[src/hw/io_map_pkg.sv]
`default_nettype none

// Address map of the memory-mapped I/O window.
// All devices sit at word addresses near the top of the 32-bit space.
package io_map_pkg;

  ////////////////////////////////////////////////////////////////////////////
  // Bus geometry
  ////////////////////////////////////////////////////////////////////////////

  // Address and data share one width on this bus
  localparam int IO_ADDR_W = 32;

  ////////////////////////////////////////////////////////////////////////////
  // Write side devices
  ////////////////////////////////////////////////////////////////////////////

  localparam logic [IO_ADDR_W-1:0] IO_SEG_ADDR   = 32'hFFFF_FF00;
  localparam logic [IO_ADDR_W-1:0] IO_LED_ADDR   = 32'hFFFF_FF04;
  localparam logic [IO_ADDR_W-1:0] IO_BLINK_ADDR = 32'hFFFF_FF08;

  ////////////////////////////////////////////////////////////////////////////
  // Read side devices
  ////////////////////////////////////////////////////////////////////////////

  localparam logic [IO_ADDR_W-1:0] IO_A_ADDR    = 32'hFFFF_FF10;
  localparam logic [IO_ADDR_W-1:0] IO_B_ADDR    = 32'hFFFF_FF14;
  localparam logic [IO_ADDR_W-1:0] IO_TEST_ADDR = 32'hFFFF_FF18;

  // Which input device drives read data
  typedef enum logic [1:0] {
    RD_NONE,
    RD_A,
    RD_B,
    RD_TEST
  } io_rd_sel_t;

endpackage

`default_nettype wire

[src/hw/io_timing_pkg.sv]
`default_nettype none

// Device sizes and display timing for the I/O block
package io_timing_pkg;

  // Seven-segment pattern, one bit per segment over all digits
  localparam int SEG_W = 24;

  // Segment queue geometry
  localparam int SEG_QUEUE_DEPTH = 32;
  localparam int SEG_PTR_W       = 5;

  // Dwell per pattern, kept short so simulation stays quick
  localparam int SEG_DWELL_CYCLES = 16;
  localparam int SEG_DWELL_W      = $clog2(SEG_DWELL_CYCLES);

  // LED bank
  localparam int LED_W = 16;

  // Operand latches and test switches
  localparam int AB_W   = 8;
  localparam int TEST_W = 3;

endpackage

`default_nettype wire

[src/hw/io_addr_decode.sv]
`timescale 1ns/1ps
`default_nettype none

// Address decode for the I/O window.
// Writes become one-cycle enables, reads become a device select.
module io_addr_decode
  import io_map_pkg::*;
(
  input  wire logic                 io_we,
  input  wire logic [IO_ADDR_W-1:0] io_addr,
  output logic                      seg_wr,
  output logic                      led_wr,
  output logic                      blink_wr,
  output io_rd_sel_t                rd_sel
);

  ////////////////////////////////////////////////////////////////////////////
  // Write enables
  ////////////////////////////////////////////////////////////////////////////

  assign seg_wr   = io_we && (io_addr == IO_SEG_ADDR);
  assign led_wr   = io_we && (io_addr == IO_LED_ADDR);
  assign blink_wr = io_we && (io_addr == IO_BLINK_ADDR);

  ////////////////////////////////////////////////////////////////////////////
  // Read select
  ////////////////////////////////////////////////////////////////////////////

  // A write cycle never reads a device
  always_comb begin
    rd_sel = RD_NONE;
    if (!io_we) begin
      case (io_addr)
        IO_A_ADDR:    rd_sel = RD_A;
        IO_B_ADDR:    rd_sel = RD_B;
        IO_TEST_ADDR: rd_sel = RD_TEST;
        default:      rd_sel = RD_NONE;
      endcase
    end
  end

  // Write addresses in the map must be distinct
  always_comb begin
    assert ($onehot0({seg_wr, led_wr, blink_wr}))
      else $error("io_addr_decode: more than one write enable at %h", io_addr);
  end

endmodule

`default_nettype wire

[src/hw/seg_display_queue.sv]
`timescale 1ns/1ps
`default_nettype none

// Circular queue of seven-segment patterns.
// The head pattern is shown for a fixed dwell, then popped.
module seg_display_queue
  import io_timing_pkg::*;
(
  input  wire logic             clk,
  input  wire logic             rst,
  input  wire logic             seg_wr,
  input  wire logic [SEG_W-1:0] seg_data,
  output logic      [SEG_W-1:0] seg_out
);

  logic [SEG_W-1:0]       mem [SEG_QUEUE_DEPTH];
  logic [SEG_PTR_W-1:0]   front;
  logic [SEG_PTR_W-1:0]   back;
  logic [SEG_PTR_W:0]     count;
  logic [SEG_DWELL_W-1:0] dwell;

  logic empty;
  logic full;
  logic push;
  logic pop;

  ////////////////////////////////////////////////////////////////////////////
  // Queue status
  ////////////////////////////////////////////////////////////////////////////

  assign empty = (count == '0);
  assign full  = (count == (SEG_PTR_W + 1)'(SEG_QUEUE_DEPTH));

  // No back-pressure, so a write into a full queue is lost
  assign push = seg_wr && !full;

  // Head leaves on the last cycle of its dwell
  assign pop = !empty && (dwell == '0);

  ////////////////////////////////////////////////////////////////////////////
  // Pattern storage
  ////////////////////////////////////////////////////////////////////////////

  always_ff @(posedge clk) begin
    if (push) begin
      mem[back] <= seg_data;
    end
  end

  ////////////////////////////////////////////////////////////////////////////
  // Pointers, occupancy and dwell
  ////////////////////////////////////////////////////////////////////////////

  // Pointers wrap on their own since the depth is a power of two
  always_ff @(posedge clk) begin
    if (rst) begin
      front <= '0;
      back  <= '0;
      count <= '0;
      dwell <= SEG_DWELL_W'(SEG_DWELL_CYCLES - 1);
    end else begin
      if (push) begin
        back <= back + 1'b1;
      end
      if (pop) begin
        front <= front + 1'b1;
      end

      case ({push, pop})
        2'b10:   count <= count + 1'b1;
        2'b01:   count <= count - 1'b1;
        default: count <= count;
      endcase

      // Held at full dwell while idle, so a fresh entry gets its whole slot
      if (empty || pop) begin
        dwell <= SEG_DWELL_W'(SEG_DWELL_CYCLES - 1);
      end else begin
        dwell <= dwell - 1'b1;
      end
    end
  end

  // Head entry, blank when nothing is queued
  assign seg_out = empty ? '0 : mem[front];

  ////////////////////////////////////////////////////////////////////////////
  // Checks
  ////////////////////////////////////////////////////////////////////////////

  a_count_bound : assert property (@(posedge clk) disable iff (rst)
    count <= (SEG_PTR_W + 1)'(SEG_QUEUE_DEPTH))
    else $error("seg_display_queue: count %0d above depth", count);

  // An empty queue has its pointers together
  a_ptrs_when_empty : assert property (@(posedge clk) disable iff (rst)
    (count == '0) |-> (front == back))
    else $error("seg_display_queue: front %0d back %0d with empty queue", front, back);

endmodule

`default_nettype wire

[src/hw/led_blink_ctrl.sv]
`timescale 1ns/1ps
`default_nettype none

// LED register and blink timer.
// A blink write of V keeps blink_out high for V cycles.
module led_blink_ctrl
  import io_map_pkg::*;
  import io_timing_pkg::*;
(
  input  wire logic                 clk,
  input  wire logic                 rst,
  input  wire logic                 led_wr,
  input  wire logic                 blink_wr,
  input  wire logic [IO_ADDR_W-1:0] wdata,
  output logic      [LED_W-1:0]     led_out,
  output logic                      blink_out
);

  logic [IO_ADDR_W-1:0] blink_cnt;
  logic [IO_ADDR_W-1:0] blink_next;

  ////////////////////////////////////////////////////////////////////////////
  // LED register
  ////////////////////////////////////////////////////////////////////////////

  always_ff @(posedge clk) begin
    if (rst) begin
      led_out <= '0;
    end else if (led_wr) begin
      led_out <= wdata[LED_W-1:0];
    end
  end

  ////////////////////////////////////////////////////////////////////////////
  // Blink countdown
  ////////////////////////////////////////////////////////////////////////////

  // A write restarts the count, and zero stops it at once
  always_comb begin
    if (blink_wr) begin
      blink_next = wdata;
    end else if (blink_cnt != '0) begin
      blink_next = blink_cnt - 1'b1;
    end else begin
      blink_next = '0;
    end
  end

  // Output follows the new count so it stays high for exactly V cycles
  always_ff @(posedge clk) begin
    if (rst) begin
      blink_cnt <= '0;
      blink_out <= 1'b0;
    end else begin
      blink_cnt <= blink_next;
      blink_out <= (blink_next != '0);
    end
  end

  ////////////////////////////////////////////////////////////////////////////
  // Checks
  ////////////////////////////////////////////////////////////////////////////

  a_blink_reset : assert property (@(posedge clk)
    rst |=> !blink_out)
    else $error("led_blink_ctrl: blink_out high after reset");

endmodule

`default_nettype wire

[src/hw/io_read_mux.sv]
`timescale 1ns/1ps
`default_nettype none

// Input devices and read data path.
// Operand latches capture ab_in on their strobes.
module io_read_mux
  import io_map_pkg::*;
  import io_timing_pkg::*;
(
  input  wire logic                 clk,
  input  wire logic                 rst,
  input  wire logic                 enter_a,
  input  wire logic                 enter_b,
  input  wire logic [AB_W-1:0]      ab_in,
  input  wire logic [TEST_W-1:0]    test_in,
  input  wire io_rd_sel_t           rd_sel,
  output logic      [IO_ADDR_W-1:0] rdata
);

  logic [AB_W-1:0] a_reg;
  logic [AB_W-1:0] b_reg;

  ////////////////////////////////////////////////////////////////////////////
  // Operand latches
  ////////////////////////////////////////////////////////////////////////////

  // Both strobes together load the same value into both
  always_ff @(posedge clk) begin
    if (rst) begin
      a_reg <= '0;
      b_reg <= '0;
    end else begin
      if (enter_a) begin
        a_reg <= ab_in;
      end
      if (enter_b) begin
        b_reg <= ab_in;
      end
    end
  end

  ////////////////////////////////////////////////////////////////////////////
  // Read data
  ////////////////////////////////////////////////////////////////////////////

  // Zero-extended to bus width
  always_comb begin
    case (rd_sel)
      RD_A:    rdata = {{(IO_ADDR_W - AB_W){1'b0}}, a_reg};
      RD_B:    rdata = {{(IO_ADDR_W - AB_W){1'b0}}, b_reg};
      RD_TEST: rdata = {{(IO_ADDR_W - TEST_W){1'b0}}, test_in};
      default: rdata = '0;
    endcase
  end

endmodule

`default_nettype wire

[src/hw/mem_io_top.sv]
`timescale 1ns/1ps
`default_nettype none

// Memory-mapped I/O block on the data-memory bus.
// Decode feeds the output devices and the read path.
module mem_io_top
  import io_map_pkg::*;
  import io_timing_pkg::*;
(
  input  wire logic                 clk,
  input  wire logic                 rst,

  // Data-memory bus
  input  wire logic                 io_we,
  input  wire logic [IO_ADDR_W-1:0] io_addr,
  input  wire logic [IO_ADDR_W-1:0] io_wdata,
  output logic      [IO_ADDR_W-1:0] io_rdata,

  // Board inputs
  input  wire logic                 enter_a,
  input  wire logic                 enter_b,
  input  wire logic [AB_W-1:0]      ab_in,
  input  wire logic [TEST_W-1:0]    test_in,

  // Board outputs
  output logic      [SEG_W-1:0]     seg_out,
  output logic      [LED_W-1:0]     led_out,
  output logic                      blink_out
);

  logic       seg_wr;
  logic       led_wr;
  logic       blink_wr;
  io_rd_sel_t rd_sel;

  io_addr_decode u_decode (
    .io_we    (io_we),
    .io_addr  (io_addr),
    .seg_wr   (seg_wr),
    .led_wr   (led_wr),
    .blink_wr (blink_wr),
    .rd_sel   (rd_sel)
  );

  // Only the low bits of the write data carry a pattern
  seg_display_queue u_seg_queue (
    .clk      (clk),
    .rst      (rst),
    .seg_wr   (seg_wr),
    .seg_data (io_wdata[SEG_W-1:0]),
    .seg_out  (seg_out)
  );

  led_blink_ctrl u_led_blink (
    .clk       (clk),
    .rst       (rst),
    .led_wr    (led_wr),
    .blink_wr  (blink_wr),
    .wdata     (io_wdata),
    .led_out   (led_out),
    .blink_out (blink_out)
  );

  io_read_mux u_read_mux (
    .clk     (clk),
    .rst     (rst),
    .enter_a (enter_a),
    .enter_b (enter_b),
    .ab_in   (ab_in),
    .test_in (test_in),
    .rd_sel  (rd_sel),
    .rdata   (io_rdata)
  );

endmodule

`default_nettype wire

[config.mk]
export PLATFORM = sky130hd
export DESIGN_NAME = mem_io_top
export DESIGN_NICKNAME = d
export VERILOG_FILES = /design/src/hw/io_map_pkg.sv /design/src/hw/io_timing_pkg.sv /design/src/hw/io_addr_decode.sv /design/src/hw/seg_display_queue.sv /design/src/hw/led_blink_ctrl.sv /design/src/hw/io_read_mux.sv /design/src/hw/mem_io_top.sv
export SDC_FILE = /design/constraint.sdc
export NUM_CORES = 1
export LEC_CHECK = 0
export BUFFER_PORTS_ARGS = -buffer_cell sky130_fd_sc_hd__buf_2
export CORE_MARGIN = 2
export CORE_UTILIZATION = 61
export DETAILED_ROUTE_END_ITERATION = 8
export PLACE_DENSITY = 0.79
export SLEW_MARGIN = 20
export SYNTH_ARGS = -nofsm -noshare
export SYNTH_HDL_FRONTEND = slang
export SYNTH_SLANG_ARGS = --single-unit
[constraint.sdc]
create_clock -name clk -period 4.7 [get_ports clk]
set_clock_uncertainty 0.1 [all_clocks]
set_input_delay 0.235 -clock clk [delete_from_list [all_inputs] [get_ports clk]]
set_output_delay 0.235 -clock clk [all_outputs]
set_load 0.005 [all_outputs]
; ---- Word level (Yosys, flattened, before mapping)
; Memory sizes are Yosys's and may differ from the RTL's. A register that Yosys moved wholly into a read port is not among the register bits.
; Cells that the tools add are included.
[op_classes]
n_reduce_logical = 14
n_mux = 11
add_sub_neg = 6
eq_ne = 12
[op_table]
columns = op, count
row1 = "== test 32 bit, second input constant", 6
row2 = 2-to-1 mux 32 bit, 2
row3 = nonzero test 32 bit, 2
row4 = "subtractor 32 x 1 -> 32 bit, second input constant", 1
row5 = 2-to-1 mux 24 bit, 1
row6 = one-hot mux 8 bit (3 select lines), 1
row7 = one-hot mux 6 bit (2 select lines), 1
row8 = "adder 5 x 1 -> 5 bit, second input constant", 2
row9 = 2-to-1 mux 5 bit, 2
row10 = "adder 6 x 1 -> 6 bit, second input constant", 1
row11 = "== test 2 bit, second input constant", 3
row12 = "== test 6 bit, second input constant", 1
row13 = zero test 6 bit, 1
row14 = one-hot mux 2 bit (3 select lines), 1
row15 = "subtractor 6 x 1 -> 6 bit, second input constant", 1
row16 = logical AND 1 bit, 5
row17 = "== test 2 x 1 -> 1 bit, second input constant", 2
row18 = zero test 4 bit, 1
row19 = "subtractor 4 x 1 -> 4 bit, second input constant", 1
row20 = zero test 1 bit, 2
row21 = 2-to-1 mux 1 bit, 2
row22 = 2-to-1 mux 2 bit, 1
row23 = nonzero test 2 bit, 1
row24 = OR reduction 2 bit, 1
row25 = logical OR 1 bit, 1
[totals]
elab_cells = 53
inputBits = 80
regBits = 85
mem_count = 1
ram_bits = 768
output_inout_bits = 73
[mem_list]
columns = memory, words, word_bits, read_ports, rd_clocked_by_memory_dff, write_ports, line
row1 = u_seg_queue.mem, 32, 24, 1, 1, 1, seg_display_queue.sv:16  ; logic [SEG_W-1:0] mem [SEG_QUEUE_DEPTH];

; ---- Depth between registers and ports, before layout
[logic_depth]
depth_word = 5
ltp_mapped = 15

; ---- By module
; A second synthesis with hierarchy kept.
[unflattened]
cells_unflattened = 1769
hier_area_um2 = 34112.7
[modules_own_cells]
columns = mod, seq_area_each_um2, area_each_um2, cells_per_inst, n_inst
row1 = seg_display_queue, 23562.6, 30479.2, 1343, 1
row2 = led_blink_ctrl, 980.9, 2602.5, 316, 1
row3 = io_read_mux, 320.3, 879.6, 91, 1
row4 = io_addr_decode, 0.0, 151.4, 19, 1

; ---- Least setup slack after synthesis
; No wires, ideal clock.
[synth_path]
kind = register to register
start = reg u_seg_queue.count[1]
end = reg u_seg_queue.count[5]
synth_period_minus_slack_ns = 3.392
setup_slack_ns = 1.308
required_ns = 4.530
setup_ns = 0.070
stages_incl_launch_ff = 13
arrival_time_ns = 3.221
path_cell_list = dfxtp_1 -> or4_1 -> nor3_1 -> nor2_1 -> ha_1 -> ha_1 -> a21o_1 -> a21oi_1 -> o21bai_1 -> a21oi_1 -> xnor2_1 -> or3_1 -> a21oi_1
[synth_via]
elab_chain_cells = 5
word_cells_on_any_way = 12
[synth_lines]
columns = element, line
row1 = "start, declared", seg_display_queue.sv:19  ; logic [SEG_PTR_W:0] count;
row2 = "start signal, assigned", seg_display_queue.sv:70  ; 2'b10: count <= count + 1'b1;
row3 = "start signal, assigned", seg_display_queue.sv:71  ; 2'b01: count <= count - 1'b1;
row4 = "start signal, assigned", seg_display_queue.sv:72  ; default: count <= count;
row5 = zero test 6 bit (*), seg_display_queue.sv:31  ; assign empty = (count == '0);
row6 = zero test 1 bit (*), seg_display_queue.sv:38  ; assign pop = !empty && (dwell == '0);
row7 = logical AND 1 bit (*), seg_display_queue.sv:38
row8 = named net u_seg_queue.pop, seg_display_queue.sv:25  ; logic pop;
row9 = == test 2 x 1 -> 1 bit / == test 2 bit (equally long branches), seg_display_queue.sv:69  ; case ({push, pop})
row10 = one-hot mux 6 bit (2 select lines) / nonzero test 2 bit (equally long branches), --
; The timed path passes the listed nets; every way through them passes the cells marked *.
; A chain may end at the register's enable or synchronous reset.

==> flow_summary.yaml <==
layout:
  final_nets: 2030
  num-fill-cells: 3272
  post-route-util: 0.7035
  seq_area_sq_um: 24880
  largest_reg_flops: 768
  regMostFlops: "u_seg_queue.mem"
  multiInputGateArea_sq_um: 8806
  reg_top3: "u_seg_queue.mem x768, u_led_blink.blink_cnt x32, u_led_blink.led_out x16"
  final_cells: 2753
  area.growth.synth_to_final_pct: 14.24
  drive_gt1_frac: 0.3030
clocking:
  root_buffer: "clkbuf_16"
  clk_pin_slew_worst_paths_ps: 60
  cts_sinks: 858
  cts_resized: 0
  cts_buffers: 83
  cts_max_level: 3
  cts_tree: "yes"
  clkLatencyLatePin_ps: 630
  clock_path_buffers: 3
  cts_hold_buf: 23
  postCtsSetupBuffers: 0
timing:
  grt_setup_unrepaired: "no"
  finalCritPeriodShare: 0.8158
  slew_headroom: 0.3695
  slew_viol_final: 0
  max_freq_mhz: 260.8
  hold_violations: 0
  timing.final.ws_setup_ps: 865.7
  setup-violations-final: 0
  period_minus_slack_ps: 3834
  fin_setup_tns_ps: 0
  worst_pin_slew_ps: 945.7
critical_path:
  worstPathMaxFanout: 28
  end_kind: "output pin"
  cp.required_ps: 4370
  cp.arrival_ps: 3500
  startpoint_type: "register"
  path_class: "reg2out"
routing:
  wl_per_cell_um: 31.56
  drtPass1Iterations: 6
  dr_total_vias: 18480
  remaining_drc_errors: 0
  ant_nets: 0
  via_per_inst: 6.713
  drt_iter0_markers: 2572
  finalWirelength_um: 86900
grt:
  antenna_found_initial: 9
  overflow: 0
  grtUsageTotal: 0.3107
  first_global_vias: 18050
  grt_max_degree: 101
  grt_pass1_wl_um: 125900
power:
  p_int_mw: 12.78
  p_switching_mw: 3.820
  p_seq_frac: 0.516
  leakagePower_nw: 12.32
  p_per_area_nw_per_um2: 428.2
  pwr-share-comb: 0.076
  peakVddDrop_mv: 0.3178
  power.share.clock: 0.409
  switching_share: 0.2301
yosys:
  synth-seq-cells: 858
  syn_area_per_cell_sq_um: 19.59
  synthFlopType: "edfxtp_1"
  ys_warn_count: 0
  syn-cell-area_sq_um: 33930
  async_flop_share: 0
  netlist_instances: 1732
  synth_edf_count: 768
  ys_types: 60
  ys_seq_area_frac: 0.7328
status:
  status: "finished clean"
placement:
  io_buffers: 128
  dp.final_hpwl_um: 49350
  pre_cts_ws_ps: 934.3
  place.gp.congestion: 0.8331
  dp_cells: 2576
hold_path:
  min_path_type: "in2reg"
die:
  start_util: 0.6158
  rows: 86
  die_y_um: 239.8
  ios: 153
  fp.dieArea_sq_um: 57520
  core_area_sq_um: 55090
  die_w_um: 239.8
flow_run:
  maxCapViolations: 0
## synthesized netlist by cell type (8+ instances only)
cell type,count,area (sq um)
edfxtp_1,768,23060
mux4_2,240,5405
nor2_1,112,420.4
nand2_1,108,405.4
dfxtp_1,90,1802
a21oi_1,61,305.3
clkbuf_1,60,225.2
mux2i_1,44,440.4
buf_4,25,187.7
buf_2,21,105.1
xor2_1,21,183.9
nor4_1,18,112.6
ha_1,13,162.7
inv_1,13,48.80
nand4_1,13,81.33
nor3_1,13,65.06
xnor2_1,10,87.58
or3_1,8,50.05
## final cells by class
| cell class | count | area share |
|---|---|---|
| inverter | 13 | 0.001259 |
| sequential | 858 | 0.6418 |
| clock buffer | 111 | 0.05849 |
| multi-input combinational | 772 | 0.2272 |
| tap | 748 | 0.02415 |
| clock inverter | 41 | 0.01181 |
| antenna | 2 | 0.0001291 |
| timing repair buffer | 208 | 0.03512 |
## worst paths after layout
path | from | endpoint | slack, ps | cells past startpoint
min | io_addr[2] | u_seg_queue.back[0] | 60 | 4
min reg2reg | u_seg_queue.dwell[0] | u_seg_queue.dwell[0] | 310 | 1
max reg2reg | u_seg_queue.count[1] | u_seg_queue.count[5] | 1060 | 13
max | register | seg_out[17] | 870 | 7
## metal layers
metal / routed length, um / track usage / vias to the layer above
li1: - / - / 7376
met1: 32360 / 0.4524 / 9558
met2: 42750 / 0.4955 / 1374
met3: 9758 / 0.05693 / 165
met4: 1975 / 0.08187 / 8
met5: 54 / 0 / -
## metrics by stage
| step | hold WS [ps] | instance area [sq um] | power [mW] |
|---|---|---|---|
| final | 57.81 | 38760 | 16.60 |
| after global routing | 68.18 | 38750 | 17.02 |
| after CTS | 35.79 | 38750 | 16.60 |
| after detailed placement | 297.9 | 35800 | 9.900 |
| after global placement | 279.8 | 35800 | 9.844 |
| after floorplan | 233.9 | 34020 | 9.544 |
## cell usage in the layout, fill, tap and decap left out, types with 13 or more instances in the layout
cell / count
a21oi_1: 60
buf_2: 128
buf_4: 52
clkbuf_1: 20
clkbuf_16: 85
conb_1: 24
dfxtp_1: 85
dlygate4sd3_1: 23
edfxtp_1: 768
ha_1: 13
inv_1: 13
mux2i_1: 44
mux4_2: 240
nand2_1: 108
nand4_1: 13
nor2_1: 80
nor2_4: 32
nor4_1: 18
xor2_1: 21
## critical path: stages (launching register included)
cell and delay [ps]:
dfxtp_4 560, buf_12 290, buf_12 280, mux4_2 600
mux4_2 530, mux2i_1 380, nor2_1 70, buf_2 140
## power by group through the flow
stage / sequential (mW) / clock, mW / combinational [mW]
finish: 8.56 / 6.78 / 1.26
global route: 8.57 / 7.08 / 1.37
detailed placement: 8.71 / 0 / 1.19
CTS: 8.55 / 6.81 / 1.24
global placement: 8.70 / 0 / 1.14
floorplan: 8.68 / 0 / 0.863
## logic make-up (layout without fill, tap and decap cells)
kind of cell / count (synthesis) / after routing / share of synthesized area
DFF: 858 / 858 / 0.7328
and+or+nand+nor: 325 / 325 / 0.04658
muxes: 285 / 285 / 0.1726
buffers and inverters: 125 / 373 / 0.01759
AOI/OAI and AO/OA: 92 / 92 / 0.01608
xor gates and xnor gates: 32 / 32 / 0.008814
adders and majority gates: 14 / 14 / 0.005384
other: 1 / 26 / 0.0001105
No activity file was read; power rests on OpenSTA's default activity.
